**config.mk**
```make
export PLATFORM = sky130hd
export DESIGN_NAME = host_mem_map
export DESIGN_NICKNAME = d
export VERILOG_FILES = /design/src/source/host_mem_pkg.sv /design/src/source/host_mem_burst_split.sv /design/src/source/host_mem_rd_credits.sv /design/src/source/host_mem_rd_rob.sv /design/src/source/host_mem_map.sv
export VERILOG_INCLUDE_DIRS = /design/src /design/src/source
export SDC_FILE = /design/constraint.sdc
export NUM_CORES = 1
export LEC_CHECK = 0
export BUFFER_PORTS_ARGS = -buffer_cell sky130_fd_sc_hd__buf_2
export CELL_PAD_IN_SITES_DETAIL_PLACEMENT = 0
export CELL_PAD_IN_SITES_GLOBAL_PLACEMENT = 1
export CORE_ASPECT_RATIO = 2
export CORE_MARGIN = 3
export CORE_UTILIZATION = 50
export DETAILED_ROUTE_END_ITERATION = 8
export PLACE_DENSITY = 0.77
export SYNTH_ARGS = -nofsm -noshare
export SYNTH_HDL_FRONTEND = slang
export SYNTH_SLANG_ARGS = --single-unit
```
**constraint.sdc**
```tcl
create_clock -name clk -period 6.5 [get_ports clk]
set_input_delay 0.65 -clock clk [delete_from_list [all_inputs] [get_ports clk]]
set_output_delay 0.65 -clock clk [all_outputs]
set_load 0.1 [all_outputs]
```
**src/source/host_mem_config.svh**
```systemverilog
`ifndef HOST_MEM_CONFIG_SVH
`define HOST_MEM_CONFIG_SVH

// Width of a byte address on both the source and the host side
`define HM_ADDR_WIDTH 48

// Width of one data beat in bits
// Each beat therefore moves 8 bytes
`define HM_DATA_WIDTH 64

// Width of the transaction id that the accelerator attaches to a request
`define HM_ID_WIDTH 4

// Source burst length field encoded as beats minus one
`define HM_SRC_LEN_WIDTH 8

// Longest burst in beats that the host memory port accepts
`define HM_MAX_BURST 4

// A host burst must stay inside one page of this many bytes
`define HM_PAGE_BYTES 4096

// Number of reorder slots which is also the number of read credits
`define HM_ROB_DEPTH 16

`endif

```
**src/source/host_mem_pkg.sv**
```systemverilog
`default_nettype none

`include "host_mem_config.svh"

package host_mem_pkg;

    // Index of one reorder buffer slot, also used as the host tag
    typedef logic [$clog2(`HM_ROB_DEPTH)-1:0] rob_idx_t;

    // Host burst length as beats minus one
    typedef logic [$clog2(`HM_MAX_BURST)-1:0] host_len_t;

    // Read request from the accelerator
    typedef struct packed {
        logic [`HM_ADDR_WIDTH-1:0]    addr;
        logic [`HM_SRC_LEN_WIDTH-1:0] len;
        logic [`HM_ID_WIDTH-1:0]      id;
    } src_rd_req_t;

    // Read request toward host memory that is tagged with its first reorder slot
    typedef struct packed {
        logic [`HM_ADDR_WIDTH-1:0] addr;
        host_len_t                 len;
        rob_idx_t                  tag;
    } host_rd_req_t;

    // One beat from host memory
    // The tag is the base slot of the burst and not of the beat itself
    typedef struct packed {
        logic [`HM_DATA_WIDTH-1:0] data;
        rob_idx_t                  tag;
        logic                      last;
    } host_rd_rsp_t;

    // One beat back to the accelerator in request order
    typedef struct packed {
        logic [`HM_DATA_WIDTH-1:0] data;
        logic [`HM_ID_WIDTH-1:0]   id;
        logic                      last;
    } src_rd_rsp_t;

    // A piece of a source burst that already obeys the host limits
    typedef struct packed {
        logic [`HM_ADDR_WIDTH-1:0] addr;
        host_len_t                 len;
        logic [`HM_ID_WIDTH-1:0]   id;
        logic                      req_end;
    } piece_t;

endpackage

`default_nettype wire

```
**src/source/host_mem_burst_split.sv**
```systemverilog
`timescale 1ns/10ps
`default_nettype none

`include "host_mem_config.svh"

module host_mem_burst_split
    import host_mem_pkg::*;
(
    input  logic        clk,
    input  logic        rst,
    input  logic        src_ar_valid,
    input  src_rd_req_t src_ar,
    output logic        src_ar_ready,
    output logic        piece_valid,
    output piece_t      piece,
    input  logic        piece_ready
);

    localparam int BEAT_BYTES = `HM_DATA_WIDTH / 8;
    localparam int BEAT_BITS = $clog2(BEAT_BYTES);
    localparam int PAGE_BITS = $clog2(`HM_PAGE_BYTES);
    localparam int PAGE_BEATS = `HM_PAGE_BYTES / BEAT_BYTES;

    // Counters must hold a full page of beats as well as a full source burst
    localparam int CNT_W = (($clog2(PAGE_BEATS) > `HM_SRC_LEN_WIDTH) ?
                            $clog2(PAGE_BEATS) : `HM_SRC_LEN_WIDTH) + 1;

    logic                      init_done;
    logic                      busy;
    logic [`HM_ADDR_WIDTH-1:0] cur_addr;
    logic [CNT_W-1:0]          beats_left;
    logic [`HM_ID_WIDTH-1:0]   cur_id;
    logic [CNT_W-1:0]          to_page;
    logic [CNT_W-1:0]          piece_beats;
    logic                      take_req;
    logic                      take_piece;

    // A new request is taken only when every piece of the previous one is gone
    assign src_ar_ready = init_done && !busy;
    assign take_req = src_ar_valid && src_ar_ready;

    // The current piece is always on the output while a request is active
    assign piece_valid = busy;
    assign take_piece = piece_valid && piece_ready;

    // Beats left until the next page boundary
    assign to_page = CNT_W'(PAGE_BEATS) - CNT_W'(cur_addr[PAGE_BITS-1:BEAT_BITS]);

    // Piece size is the smallest of the burst limit, the page room and the rest
    always_comb
    begin
        piece_beats = CNT_W'(`HM_MAX_BURST);
        if (to_page < piece_beats)
        begin
            piece_beats = to_page;
        end
        if (beats_left < piece_beats)
        begin
            piece_beats = beats_left;
        end
    end

    always_comb
    begin
        piece.addr = cur_addr;
        piece.len = host_len_t'(piece_beats - 1'b1);
        piece.id = cur_id;
        // The last piece consumes everything that is left
        piece.req_end = (piece_beats == beats_left);
    end

    // Control state
    always_ff @(posedge clk)
    begin
        if (rst)
        begin
            init_done <= 1'b0;
            busy <= 1'b0;
        end
        else
        begin
            // Hold off the source for one cycle after reset
            init_done <= 1'b1;
            if (take_req)
            begin
                busy <= 1'b1;
            end
            else if (take_piece && piece.req_end)
            begin
                busy <= 1'b0;
            end
        end
    end

    // Address, remaining beats and id of the active request
    always_ff @(posedge clk)
    begin
        if (take_req)
        begin
            cur_addr <= src_ar.addr;
            beats_left <= CNT_W'(src_ar.len) + 1'b1;
            cur_id <= src_ar.id;
        end
        else if (take_piece)
        begin
            // Step past the bytes that this piece covers
            cur_addr <= cur_addr + (`HM_ADDR_WIDTH'(piece_beats) << BEAT_BITS);
            beats_left <= beats_left - piece_beats;
        end
    end

endmodule

`default_nettype wire

```
**src/source/host_mem_rd_credits.sv**
```systemverilog
`timescale 1ns/10ps
`default_nettype none

`include "host_mem_config.svh"

module host_mem_rd_credits
    import host_mem_pkg::*;
(
    input  logic                    clk,
    input  logic                    rst,
    input  logic                    piece_valid,
    input  piece_t                  piece,
    output logic                    piece_ready,
    output logic                    host_ar_valid,
    output host_rd_req_t            host_ar,
    input  logic                    host_ar_ready,
    output logic                    alloc_valid,
    output rob_idx_t                alloc_tag,
    output host_len_t               alloc_len,
    output logic [`HM_ID_WIDTH-1:0] alloc_id,
    output logic                    alloc_end,
    input  logic                    slot_free
);

    localparam int FREE_W = $clog2(`HM_ROB_DEPTH + 1);

    logic [FREE_W-1:0]       free_cnt;
    logic [FREE_W-1:0]       free_next;
    logic [FREE_W-1:0]       need;
    rob_idx_t                alloc_ptr;
    logic [`HM_ID_WIDTH-1:0] held_id;
    logic                    held_end;
    logic                    take_piece;
    logic                    issue;

    // Slots needed by the piece on the input
    assign need = FREE_W'(piece.len) + FREE_W'(1);

    // Take a piece only if the output stage is free and every beat has a slot
    assign piece_ready = (!host_ar_valid || host_ar_ready) && (free_cnt >= need);
    assign take_piece = piece_valid && piece_ready;
    assign issue = host_ar_valid && host_ar_ready;

    always_comb
    begin
        free_next = free_cnt;
        if (take_piece)
        begin
            free_next = free_next - need;
        end
        // A released beat gives back exactly one slot
        if (slot_free)
        begin
            free_next = free_next + 1'b1;
        end
    end

    always_ff @(posedge clk)
    begin
        if (rst)
        begin
            free_cnt <= FREE_W'(`HM_ROB_DEPTH);
            alloc_ptr <= '0;
            host_ar_valid <= 1'b0;
        end
        else
        begin
            free_cnt <= free_next;
            if (take_piece)
            begin
                // Wraps because the depth is a power of two
                alloc_ptr <= alloc_ptr + rob_idx_t'(need);
                host_ar_valid <= 1'b1;
            end
            else if (issue)
            begin
                host_ar_valid <= 1'b0;
            end
        end
    end

    // The host tag is the first slot reserved for the piece
    always_ff @(posedge clk)
    begin
        if (take_piece)
        begin
            host_ar.addr <= piece.addr;
            host_ar.len <= piece.len;
            host_ar.tag <= alloc_ptr;
            held_id <= piece.id;
            held_end <= piece.req_end;
        end
    end

    // The reorder buffer learns of a burst in the cycle the host accepts it
    assign alloc_valid = issue;
    assign alloc_tag = host_ar.tag;
    assign alloc_len = host_ar.len;
    assign alloc_id = held_id;
    assign alloc_end = held_end;

endmodule

`default_nettype wire

```
**src/source/host_mem_rd_rob.sv**
```systemverilog
`timescale 1ns/10ps
`default_nettype none

`include "host_mem_config.svh"

module host_mem_rd_rob
    import host_mem_pkg::*;
(
    input  logic                    clk,
    input  logic                    rst,
    input  logic                    alloc_valid,
    input  rob_idx_t                alloc_tag,
    input  host_len_t               alloc_len,
    input  logic [`HM_ID_WIDTH-1:0] alloc_id,
    input  logic                    alloc_end,
    input  logic                    host_r_valid,
    input  host_rd_rsp_t            host_r,
    output logic                    host_r_ready,
    output logic                    src_r_valid,
    output src_rd_rsp_t             src_r,
    input  logic                    src_r_ready,
    output logic                    slot_free
);

    localparam int DEPTH = `HM_ROB_DEPTH;

    // Beat storage and per slot attributes
    logic [`HM_DATA_WIDTH-1:0] data_mem [DEPTH];
    logic [`HM_ID_WIDTH-1:0]   id_mem [DEPTH];
    logic [DEPTH-1:0]          end_flag;

    // A slot is full once its host beat has landed
    logic [DEPTH-1:0]          full;

    // Beats already received for the burst that starts at each slot
    host_len_t                 beat_off [DEPTH];

    rob_idx_t                  head;
    rob_idx_t                  wr_idx;
    logic                      beat_in;
    logic                      beat_out;

    // Every host beat already owns a reserved slot so the host is never stalled
    assign host_r_ready = 1'b1;
    assign beat_in = host_r_valid && host_r_ready;

    // Beat position is its burst base plus the beats seen so far
    assign wr_idx = host_r.tag + rob_idx_t'(beat_off[host_r.tag]);

    // The head slot leaves as soon as it is full
    assign src_r_valid = full[head];
    assign beat_out = src_r_valid && src_r_ready;

    always_comb
    begin
        src_r.data = data_mem[head];
        src_r.id = id_mem[head];
        src_r.last = end_flag[head];
    end

    // Record the id for every slot of a new burst
    // Only the last slot of the final piece of a request carries the end flag
    always_ff @(posedge clk)
    begin
        if (alloc_valid)
        begin
            for (int i = 0; i < `HM_MAX_BURST; i++)
            begin
                if (i <= int'(alloc_len))
                begin
                    id_mem[rob_idx_t'(alloc_tag + i)] <= alloc_id;
                    end_flag[rob_idx_t'(alloc_tag + i)] <= alloc_end &&
                                                           (i == int'(alloc_len));
                end
            end
        end
    end

    always_ff @(posedge clk)
    begin
        if (beat_in)
        begin
            data_mem[wr_idx] <= host_r.data;
        end
    end

    // Slot occupancy, burst offsets and the release pointer
    always_ff @(posedge clk)
    begin
        if (rst)
        begin
            full <= '0;
            head <= '0;
            slot_free <= 1'b0;
            for (int i = 0; i < DEPTH; i++)
            begin
                beat_off[i] <= '0;
            end
        end
        else
        begin
            // One credit goes back to the credit stage per released beat
            slot_free <= beat_out;
            if (beat_out)
            begin
                full[head] <= 1'b0;
                head <= head + 1'b1;
            end
            // A beat never lands in the slot being released
            // since that slot is still full
            if (beat_in)
            begin
                full[wr_idx] <= 1'b1;
                // Rewind on the last beat so the base slot is ready for reuse
                beat_off[host_r.tag] <= host_r.last ? '0 : beat_off[host_r.tag] + 1'b1;
            end
        end
    end

endmodule

`default_nettype wire

```
**src/source/host_mem_map.sv**
```systemverilog
`timescale 1ns/10ps
`default_nettype none

`include "host_mem_config.svh"

module host_mem_map
    import host_mem_pkg::*;
(
    input  logic         clk,
    input  logic         rst,
    input  logic         src_ar_valid,
    input  src_rd_req_t  src_ar,
    output logic         src_ar_ready,
    output logic         src_r_valid,
    output src_rd_rsp_t  src_r,
    input  logic         src_r_ready,
    output logic         host_ar_valid,
    output host_rd_req_t host_ar,
    input  logic         host_ar_ready,
    input  logic         host_r_valid,
    input  host_rd_rsp_t host_r,
    output logic         host_r_ready
);

    // Pieces from the splitter to the credit stage
    logic                    piece_valid;
    piece_t                  piece;
    logic                    piece_ready;

    // Slot reservations and releases between the credit stage and the buffer
    logic                    alloc_valid;
    rob_idx_t                alloc_tag;
    host_len_t               alloc_len;
    logic [`HM_ID_WIDTH-1:0] alloc_id;
    logic                    alloc_end;
    logic                    slot_free;

    // Cut source bursts to the host burst limit and page size
    host_mem_burst_split i_burst_split (
        .clk, .rst, .src_ar_valid, .src_ar, .src_ar_ready,
        .piece_valid, .piece, .piece_ready
    );

    // The host port has no flow control so slots are reserved before issue
    host_mem_rd_credits i_rd_credits (
        .clk, .rst, .piece_valid, .piece, .piece_ready,
        .host_ar_valid, .host_ar, .host_ar_ready,
        .alloc_valid, .alloc_tag, .alloc_len, .alloc_id, .alloc_end, .slot_free
    );

    // Put host beats back in request order
    host_mem_rd_rob i_rd_rob (
        .clk, .rst, .alloc_valid, .alloc_tag, .alloc_len, .alloc_id, .alloc_end,
        .host_r_valid, .host_r, .host_r_ready,
        .src_r_valid, .src_r, .src_r_ready, .slot_free
    );

endmodule

`default_nettype wire

```
==> impl_metrics.yaml, run 1 <==
sta:
  worst_slack_ns: 1.13
  max_clock_freq_mhz: 186
  relSlewSlack: 0.158
  fin_crit_sh: 0.826
  tightest_slew_ns: 1.26
  setup_viol: 0
  setup_tns_ns: 0
  min_period_ns: 5.37
  finalHoldViolations: 0
  drv_slew: 0
  rsz0062_at_grt: "no"
  finClkSkew_ns: 0.0211
logic_synthesis:
  syn_area_um2: 52900
  synth_common_cells: "1257 x edfxtp_1, 359 x mux4_2, 168 x nand2_1"
  synth_ff_type: "edfxtp_1"
  yosysWarnings: 0
  syn_avg_cell_area_um2: 19.2
  ys_ff_latch: 1294
  synth_top_family_by_area: "multiplexers"
  ys_seq_area_frac: 0.728
  synthCells: 2751
  synth_cell_types: 76
  synthArstFlopShare: 0
  synthSimpleGateAreaFrac: 0.0446
  ys_top_cells_by_area: "edfxtp_1 71%, mux4_2 15%, dfxtp_1 1.4%"
  synth_edf_count: 1257
  synth-xor-area-share: 0.00795
  synthAdderAreaFrac: 0.0125
  synth_compound_area_frac: 0.0365
  muxShareOfSynthArea: 0.157
  post-synth-top-count-cell: "edfxtp_1"
  synth.top_cell.area_share: 0.714
  synth_largest_area_cell: "edfxtp_1"
die:
  rows: 168
  die_h_um: 466
  die_area_um2: 110000
  io_pins: 262
  dieWidth_um: 236
  start_util: 0.504
  fp.coreArea_um2: 105000
cells_and_area:
  nets: 3242
  drive_gt1_frac: 0.283
  n_fill_cell: 7764
  multi_input_area_um2: 13700
  final_cells: 4514
  final-seq-area_um2: 38500
  area_growth_pct: 13.1
grt:
  grt_pass1_wl_um: 192000
  antenna_found_initial: 15
  grt_overflow_total: 0
  grt_max_degree: 105
  first_global_vias: 29700
  track_usage: 0.235
cts:
  post-cts-setup-buffers: 0
  insertion_delay_ns: 0.73
  cts_hold_buffers: 0
  cts_htree_levels: 3
  ctsResizeCount: 0
  root_buffer: "clkbuf_16"
  cts_buffers: 107
  clkTransAtPathRegs_ns: 0.07
  cts_tree: "built"
  cts_num_sinks: 1294
  cts_buffer_depth: 3
critical_path:
  cp-startpoint: "i_burst_split.cur_addr[4]"
  r2r-end: "i_burst_split.cur_addr[25]"
  worst_path_most_repeated_cell: "ha_1"
  crit_path_end: "i_burst_split.cur_addr[25]"
  critical_path_class: "flip-flop to flip-flop"
  r2r_setup_slack_ns: 1.13
  r2r-start: "i_burst_split.cur_addr[4]"
  worstSetupEndpointType: "flip-flop"
  worstRegToRegCells: 22
  cp_cell_sequence: "inv_1, ha_1, o211ai_1, o21ai_0, and3_1, nand2_1, ha_1, o211ai_1, nor2_1, a21oi_1, o21a_1, o21ai_0, ha_1, inv_1, fa_1, nor2b_1, o31a_1, o31ai_2, buf_4, a21o_1, or4_1, a31oi_1"
  crit_slowest_cell: "o21ai_0"
  required_ns: 7.06
  critPathMaxFanout: 15
  max_stage_delay_ns: 0.62
  worstPathArrival_ns: 5.92
  startpoint_type: "flip-flop"
placed_design:
  placed_cells: 4308
  dpl.hpwl_um: 80800
  routabilityCongestion: 0.909
  post-place-ws_ns: 1.12
  port_buffers: 260
status:
  status: "finished clean"
power:
  p_sw_frac: 0.266
  peakVddDrop_mv: 0.219
  p_leak_uw: 0.0190
  clock_power_share: 0.340
  power_density_nw_per_um2: 329
  power.switching_uw: 5230
  seqPwrFrac: 0.504
  p_comb_frac: 0.156
  p_int_uw: 14400
route:
  dr.first_iter.drc_count: 2167
  num_vias: 27700
  viasPerCell: 6.13
  wire_per_inst_um: 28.4
  drtPass1Iterations: 5
  routed_wl_um: 128000
  drc_errors: 0
  ant_nets: 0
run:
  drv_cap: 0
hold_path:
  hp-class: "primary input to flip-flop"
routing by layer:
layer / global-route usage / up-vias / routed length, um
met1: 0.269 / 14600 / 44600
li1: - / 11900 / -
met4: 0.0894 / 10 / 4590
met2: 0.434 / 978 / 70600
met3: 0.0446 / 240 / 8210
met5: 0 / - / 71
critical path, delay by kind of cell (launching register included):
family	cells	cell delay, ns
DFF	1	0.44
buffers and inverters	3	0.43
adders and majority gates	4	1.24
and+or+nand+nor	5	1.16
AOI/OAI and AO/OA	10	1.95
cells in the final DEF (no fill, tap or decap), types with 20 or more instances in the layout:
cell type | Yosys | routed
edfxtp_1 | 1257 | 1257
mux4_2 | 359 | 359
buf_2 | 16 | 260
nand2_1 | 168 | 166
nor2_1 | 135 | 135
clkbuf_16 | 0 | 108
a21oi_1 | 74 | 74
o21ai_0 | 61 | 61
ha_1 | 45 | 45
buf_4 | 1 | 39
inv_1 | 53 | 37
nand3_1 | 37 | 37
clkinv_2 | 0 | 36
a31oi_1 | 35 | 35
dfxtp_1 | 37 | 33
xnor2_1 | 32 | 32
nor3_1 | 23 | 22
nand2b_1 | 21 | 21
clkinv_1 | 0 | 21
buf_12 | 0 | 20
sequential cells by signal, summed over array words and instances (netlist names), 2 cells and up, named ones only:
| register | count |
|---|---|
| i_rd_rob.head | 4 |
| i_burst_split.cur_id | 4 |
| i_rd_credits.alloc_len | 2 |
| i_rd_rob.end_flag | 16 |
| i_burst_split.beats_left | 10 |
| i_rd_rob.id_mem | 64 |
| i_rd_credits.host_ar | 48 |
| i_rd_credits.alloc_ptr | 4 |
| i_rd_rob.full | 16 |
| i_rd_credits.alloc_tag | 4 |
| i_rd_rob.beat_off | 32 |
| i_rd_rob.data_mem | 1024 |
| i_rd_credits.free_cnt | 5 |
| i_rd_credits.alloc_id | 4 |
| i_burst_split.cur_addr | 48 |
power groups by stage:
stage               registers, uW  logic (uW)  clock network, uW
floorplan                   10200        1940                  0
global placement            10100        3020                  0
detailed placement          10100        3080                  0
CTS                          9900        3090               6840
global route                 9940        3340               7150
finish                       9900        3070               6690
stage by stage:
step	hold WS, ns	util	power, uW	instance area [um^2]
floorplan	0.400	-	12200	52900
global placement	0.415	0.535	13100	56100
detailed placement	0.431	0.535	13200	56100
CTS	0.0632	0.570	19800	59800
global route	0.0909	0.570	20400	59800
finish	0.128	0.570	19700	59800
cell families after synthesis:
logic type	count (synthesis)
compound gates	297
xor+xnor	48
fa+ha+maj	50
buf+inv	183
flops	1294
mux	378
other cells	1
simple gates	500
layout make-up:
cell class              count  area share
flip-flops and latches   1294       0.644
multi-input cells        1281       0.229
clock buffers             126      0.0468
repair buffers            319      0.0334
well taps                1360      0.0285
clock inverters            72      0.0141
inverters                  54     0.00373
diodes                      8    0.000335
how the worst min path moves through the flow:
stage	start	to	slack, ns	cells past startpoint
floorplan	i_burst_split.cur_id[0]	i_rd_credits.alloc_id[0]	0.40	0
global placement	i_burst_split.cur_addr[2]	i_rd_credits.host_ar[8]	0.42	0
detailed placement	i_burst_split.cur_addr[2]	i_rd_credits.host_ar[8]	0.43	0
CTS	src_ar[1]	i_burst_split.cur_id[1]	0.06	1
global route	src_ar[1]	i_burst_split.cur_id[1]	0.09	1
finish	src_ar[0]	i_burst_split.cur_id[0]	0.13	1
Power figures use the tool's default switching activity.
==> run 2, diff against run 1 <==
--- a/config.mk
+++ b/config.mk
@@ -6,6 +6,7 @@
 export SDC_FILE = /design/constraint.sdc
 export NUM_CORES = 1
 export LEC_CHECK = 0
+export ABC_AREA = 1
 export BUFFER_PORTS_ARGS = -buffer_cell sky130_fd_sc_hd__buf_2
 export CELL_PAD_IN_SITES_DETAIL_PLACEMENT = 0
 export CELL_PAD_IN_SITES_GLOBAL_PLACEMENT = 1
@@ -13,7 +14,7 @@
 export CORE_MARGIN = 3
 export CORE_UTILIZATION = 50
 export DETAILED_ROUTE_END_ITERATION = 8
-export PLACE_DENSITY = 0.77
+export PLACE_DENSITY = 0.81
 export SYNTH_ARGS = -nofsm -noshare
 export SYNTH_HDL_FRONTEND = slang
 export SYNTH_SLANG_ARGS = --single-unit
==> constraint.sdc (replaced) <==
create_clock -name clk -period 5.5 [get_ports clk]
set_input_delay 0.55 -clock clk [delete_from_list [all_inputs] [get_ports clk]]
set_output_delay 0.55 -clock clk [all_outputs]
set_load 0.1 [all_outputs]
==> impl_metrics.yaml, run 2 <==
route:
  drc_errors: 0
  wire_per_inst_um: 23.5
  routed_wl_um: 144000
  ant_nets: 0
  viasPerCell: 5.80
  dr.first_iter.drc_count: 2765
  num_vias: 35400
  drtPass1Iterations: 6
grt:
  grt_overflow_total: 0
  grtUsageMet3: 0.0435
  antenna_found_initial: 17
  first_global_vias: 35400
  grt_max_degree: 154
  track_usage: 0.250
  grt.met1_usage: 0.292
  use_met2: 0.446
  grt_busiest_layer: "met2"
  grt_pass1_wl_um: 215000
cts:
  post-cts-setup-buffers: 0
  cts_htree_levels: 3
  cts_tree: "built"
  insertion_delay_ns: 0.72
  cts_buffers: 107
  cts_num_sinks: 1294
  clkTransAtPathRegs_ns: 0.07
  root_buffer: "clkbuf_16"
  cts_buffer_depth: 3
cells_and_area:
  layout_commonest_cell: "edfxtp_1"
  drive_gt1_frac: 0.123
  area_growth_pct: 12.8
  nets: 4812
  largest_reg_flops: 1024
  top_regs: "i_rd_rob.data_mem (1024), i_rd_rob.id_mem (64)"
  final_cell_mix: "1257 x edfxtp_1, 465 x inv_1, 439 x nand2_1"
  largest_register: "i_rd_rob.data_mem"
sta:
  max_clock_freq_mhz: 203
  min_period_ns: 4.92
  fin_crit_sh: 0.895
  relSlewSlack: 0.235
  setup_viol: 0
  drv_slew: 0
  rsz0062_at_grt: "no"
  finClkSkew_ns: 0.0290
  finalHoldViolations: 0
  tightest_slew_ns: 1.15
  setup_tns_ns: 0
  hold_slack_ns: 0.0977
logic_synthesis:
  yosysWarnings: 0
  syn_area_um2: 55200
  synth_ff_type: "edfxtp_1"
  ys_ff_latch: 1294
  ys_seq_area_frac: 0.697
  syn_avg_cell_area_um2: 12.6
  synthCells: 4383
  synth.top_cell.area_share: 0.684
  synthArstFlopShare: 0
  synth_common_cells: "1257 x edfxtp_1, 469 x inv_1, 441 x nand2_1"
  post-synth-top-count-cell: "edfxtp_1"
  ys_top_cells_by_area: "edfxtp_1 68%, mux2i_1 4.9%, o21ai_0 3.8%"
  synth_cell_types: 49
  synth_largest_area_cell: "edfxtp_1"
  synth_edf_count: 1257
placed_design:
  port_buffers: 260
  dpl.hpwl_um: 88500
  routabilityCongestion: 0.962
critical_path:
  worstRegToRegCells: 29
  r2r_setup_slack_ns: 0.58
  cp-startpoint: "i_burst_split.cur_addr[3]"
  crit_slowest_cell: "fa_1"
  startpoint_type: "flip-flop"
  worst_path_most_repeated_cell: "nand2_1"
  max_stage_delay_ns: 0.46
  critical_path_class: "flip-flop to flip-flop"
  path_buf_inv: 6
  worstSetupEndpointType: "flip-flop"
  r2r-start: "i_burst_split.cur_addr[3]"
  required_ns: 5.97
  r2r-end: "i_burst_split.cur_addr[27]"
  worstPathArrival_ns: 5.39
  cpLargestDelayFamily: "simple AND/OR/NAND/NOR gates"
  critPathMaxFanout: 9
die:
  rows: 171
  die_h_um: 476
  fp.coreArea_um2: 109000
  die_area_um2: 115000
  start_util: 0.506
  io_pins: 262
  dieWidth_um: 241
power:
  p_leak_uw: 0.0214
  p_total_uw: 23300
  power_density_nw_per_um2: 374
  peakVddDrop_mv: 0.286
status:
  status: "finished clean"
hold_path:
  hp-start: "src_ar[34]"
  hp-class: "primary input to flip-flop"
  holdPathEnd: "i_burst_split.cur_addr[22]"
  hold_path_depth: 3
run:
  drv_cap: 0
==> run 2: cell count changes in the layout (fill, tap and decap cells not counted), moves of 260 or more <==
| cell | previous run | this run |
|---|---|---|
| nand2_1 | 166 | 439 |
| mux2i_1 | 12 | 272 |
| o21ai_0 | 61 | 413 |
| o211ai_1 | 6 | 272 |
| mux4_2 | 359 | 0 |
| inv_1 | 37 | 465 |
==> run 2: metal layers <==
layer,share of wire,routed length (um)
met5,0.00015,21
met4,0.046,6550
met3,0.060,8590
met2,0.52,75400
met1,0.37,53100
==> run 2: report_power, final <==
group	switching [uW]	internal, uW
registers	268	11400
clock network	3480	4100
logic	2900	1130
==> run 2: cells by family (layout without fill, tap and decap cells) <==
group,Yosys count,count (layout),synth area share
buf+inv,713,1038,0.0504
compound gates,1122,1122,0.117
simple gates,897,897,0.0688
other cells,1,20,0.0000679
fa+ha+maj,50,50,0.0120
xor+xnor,34,34,0.00539
mux,272,272,0.0493
flops,1294,1294,0.697
==> run 2: final cells by class <==
| cell class | instances | area (um^2) |
|---|---|---|
| fillers | 8859 | 46900 |
| inverters | 475 | 1800 |
| multi-input cells | 2383 | 14100 |
| repair buffers | 366 | 2680 |
| clock inverters | 55 | 515 |
| diodes | 12 | 30.0 |
| well taps | 1384 | 1730 |
| flip-flops and latches | 1294 | 38500 |
| clock buffers | 142 | 2900 |
==> run 2: worst max path at each step <==
stage | endpoint | cells past startpoint
3_3_place_gp | i_burst_split.cur_addr[27] | 28
3_5_place_dp | i_burst_split.cur_addr[27] | 28
2_1_floorplan | i_rd_rob.full[11] | 14
4_1_cts | i_burst_split.cur_addr[27] | 28
5_1_grt | i_burst_split.cur_addr[27] | 28
6_report | i_burst_split.cur_addr[27] | 29
==> run 2: tightest hold or removal path: cells and delay by family <==
family        cells  cell delay (ns)
simple gates      2             0.09
buf+inv           1             0.07
==> run 2: metrics by stage <==
stage / setup slack [ns] / instances / cell area (um^2) / utilization
floorplan: 0.107 / 4390 / 55200 / -
global placement: 0.380 / 5898 / 58800 / 0.539
detailed placement: 0.305 / 5898 / 58800 / 0.539
CTS: 0.266 / 6099 / 62200 / 0.570
global route: 0.0351 / 6103 / 62200 / 0.570
finish: 0.579 / 6111 / 62300 / 0.570
==> run 2: what timing repair did <==
item                                    4_1_cts  5_1_grt
endpoints found under the setup margin        0       55
hold endpoints to repair                      4        0
hold buffers                                  4        0
gates resized for setup                       0        2
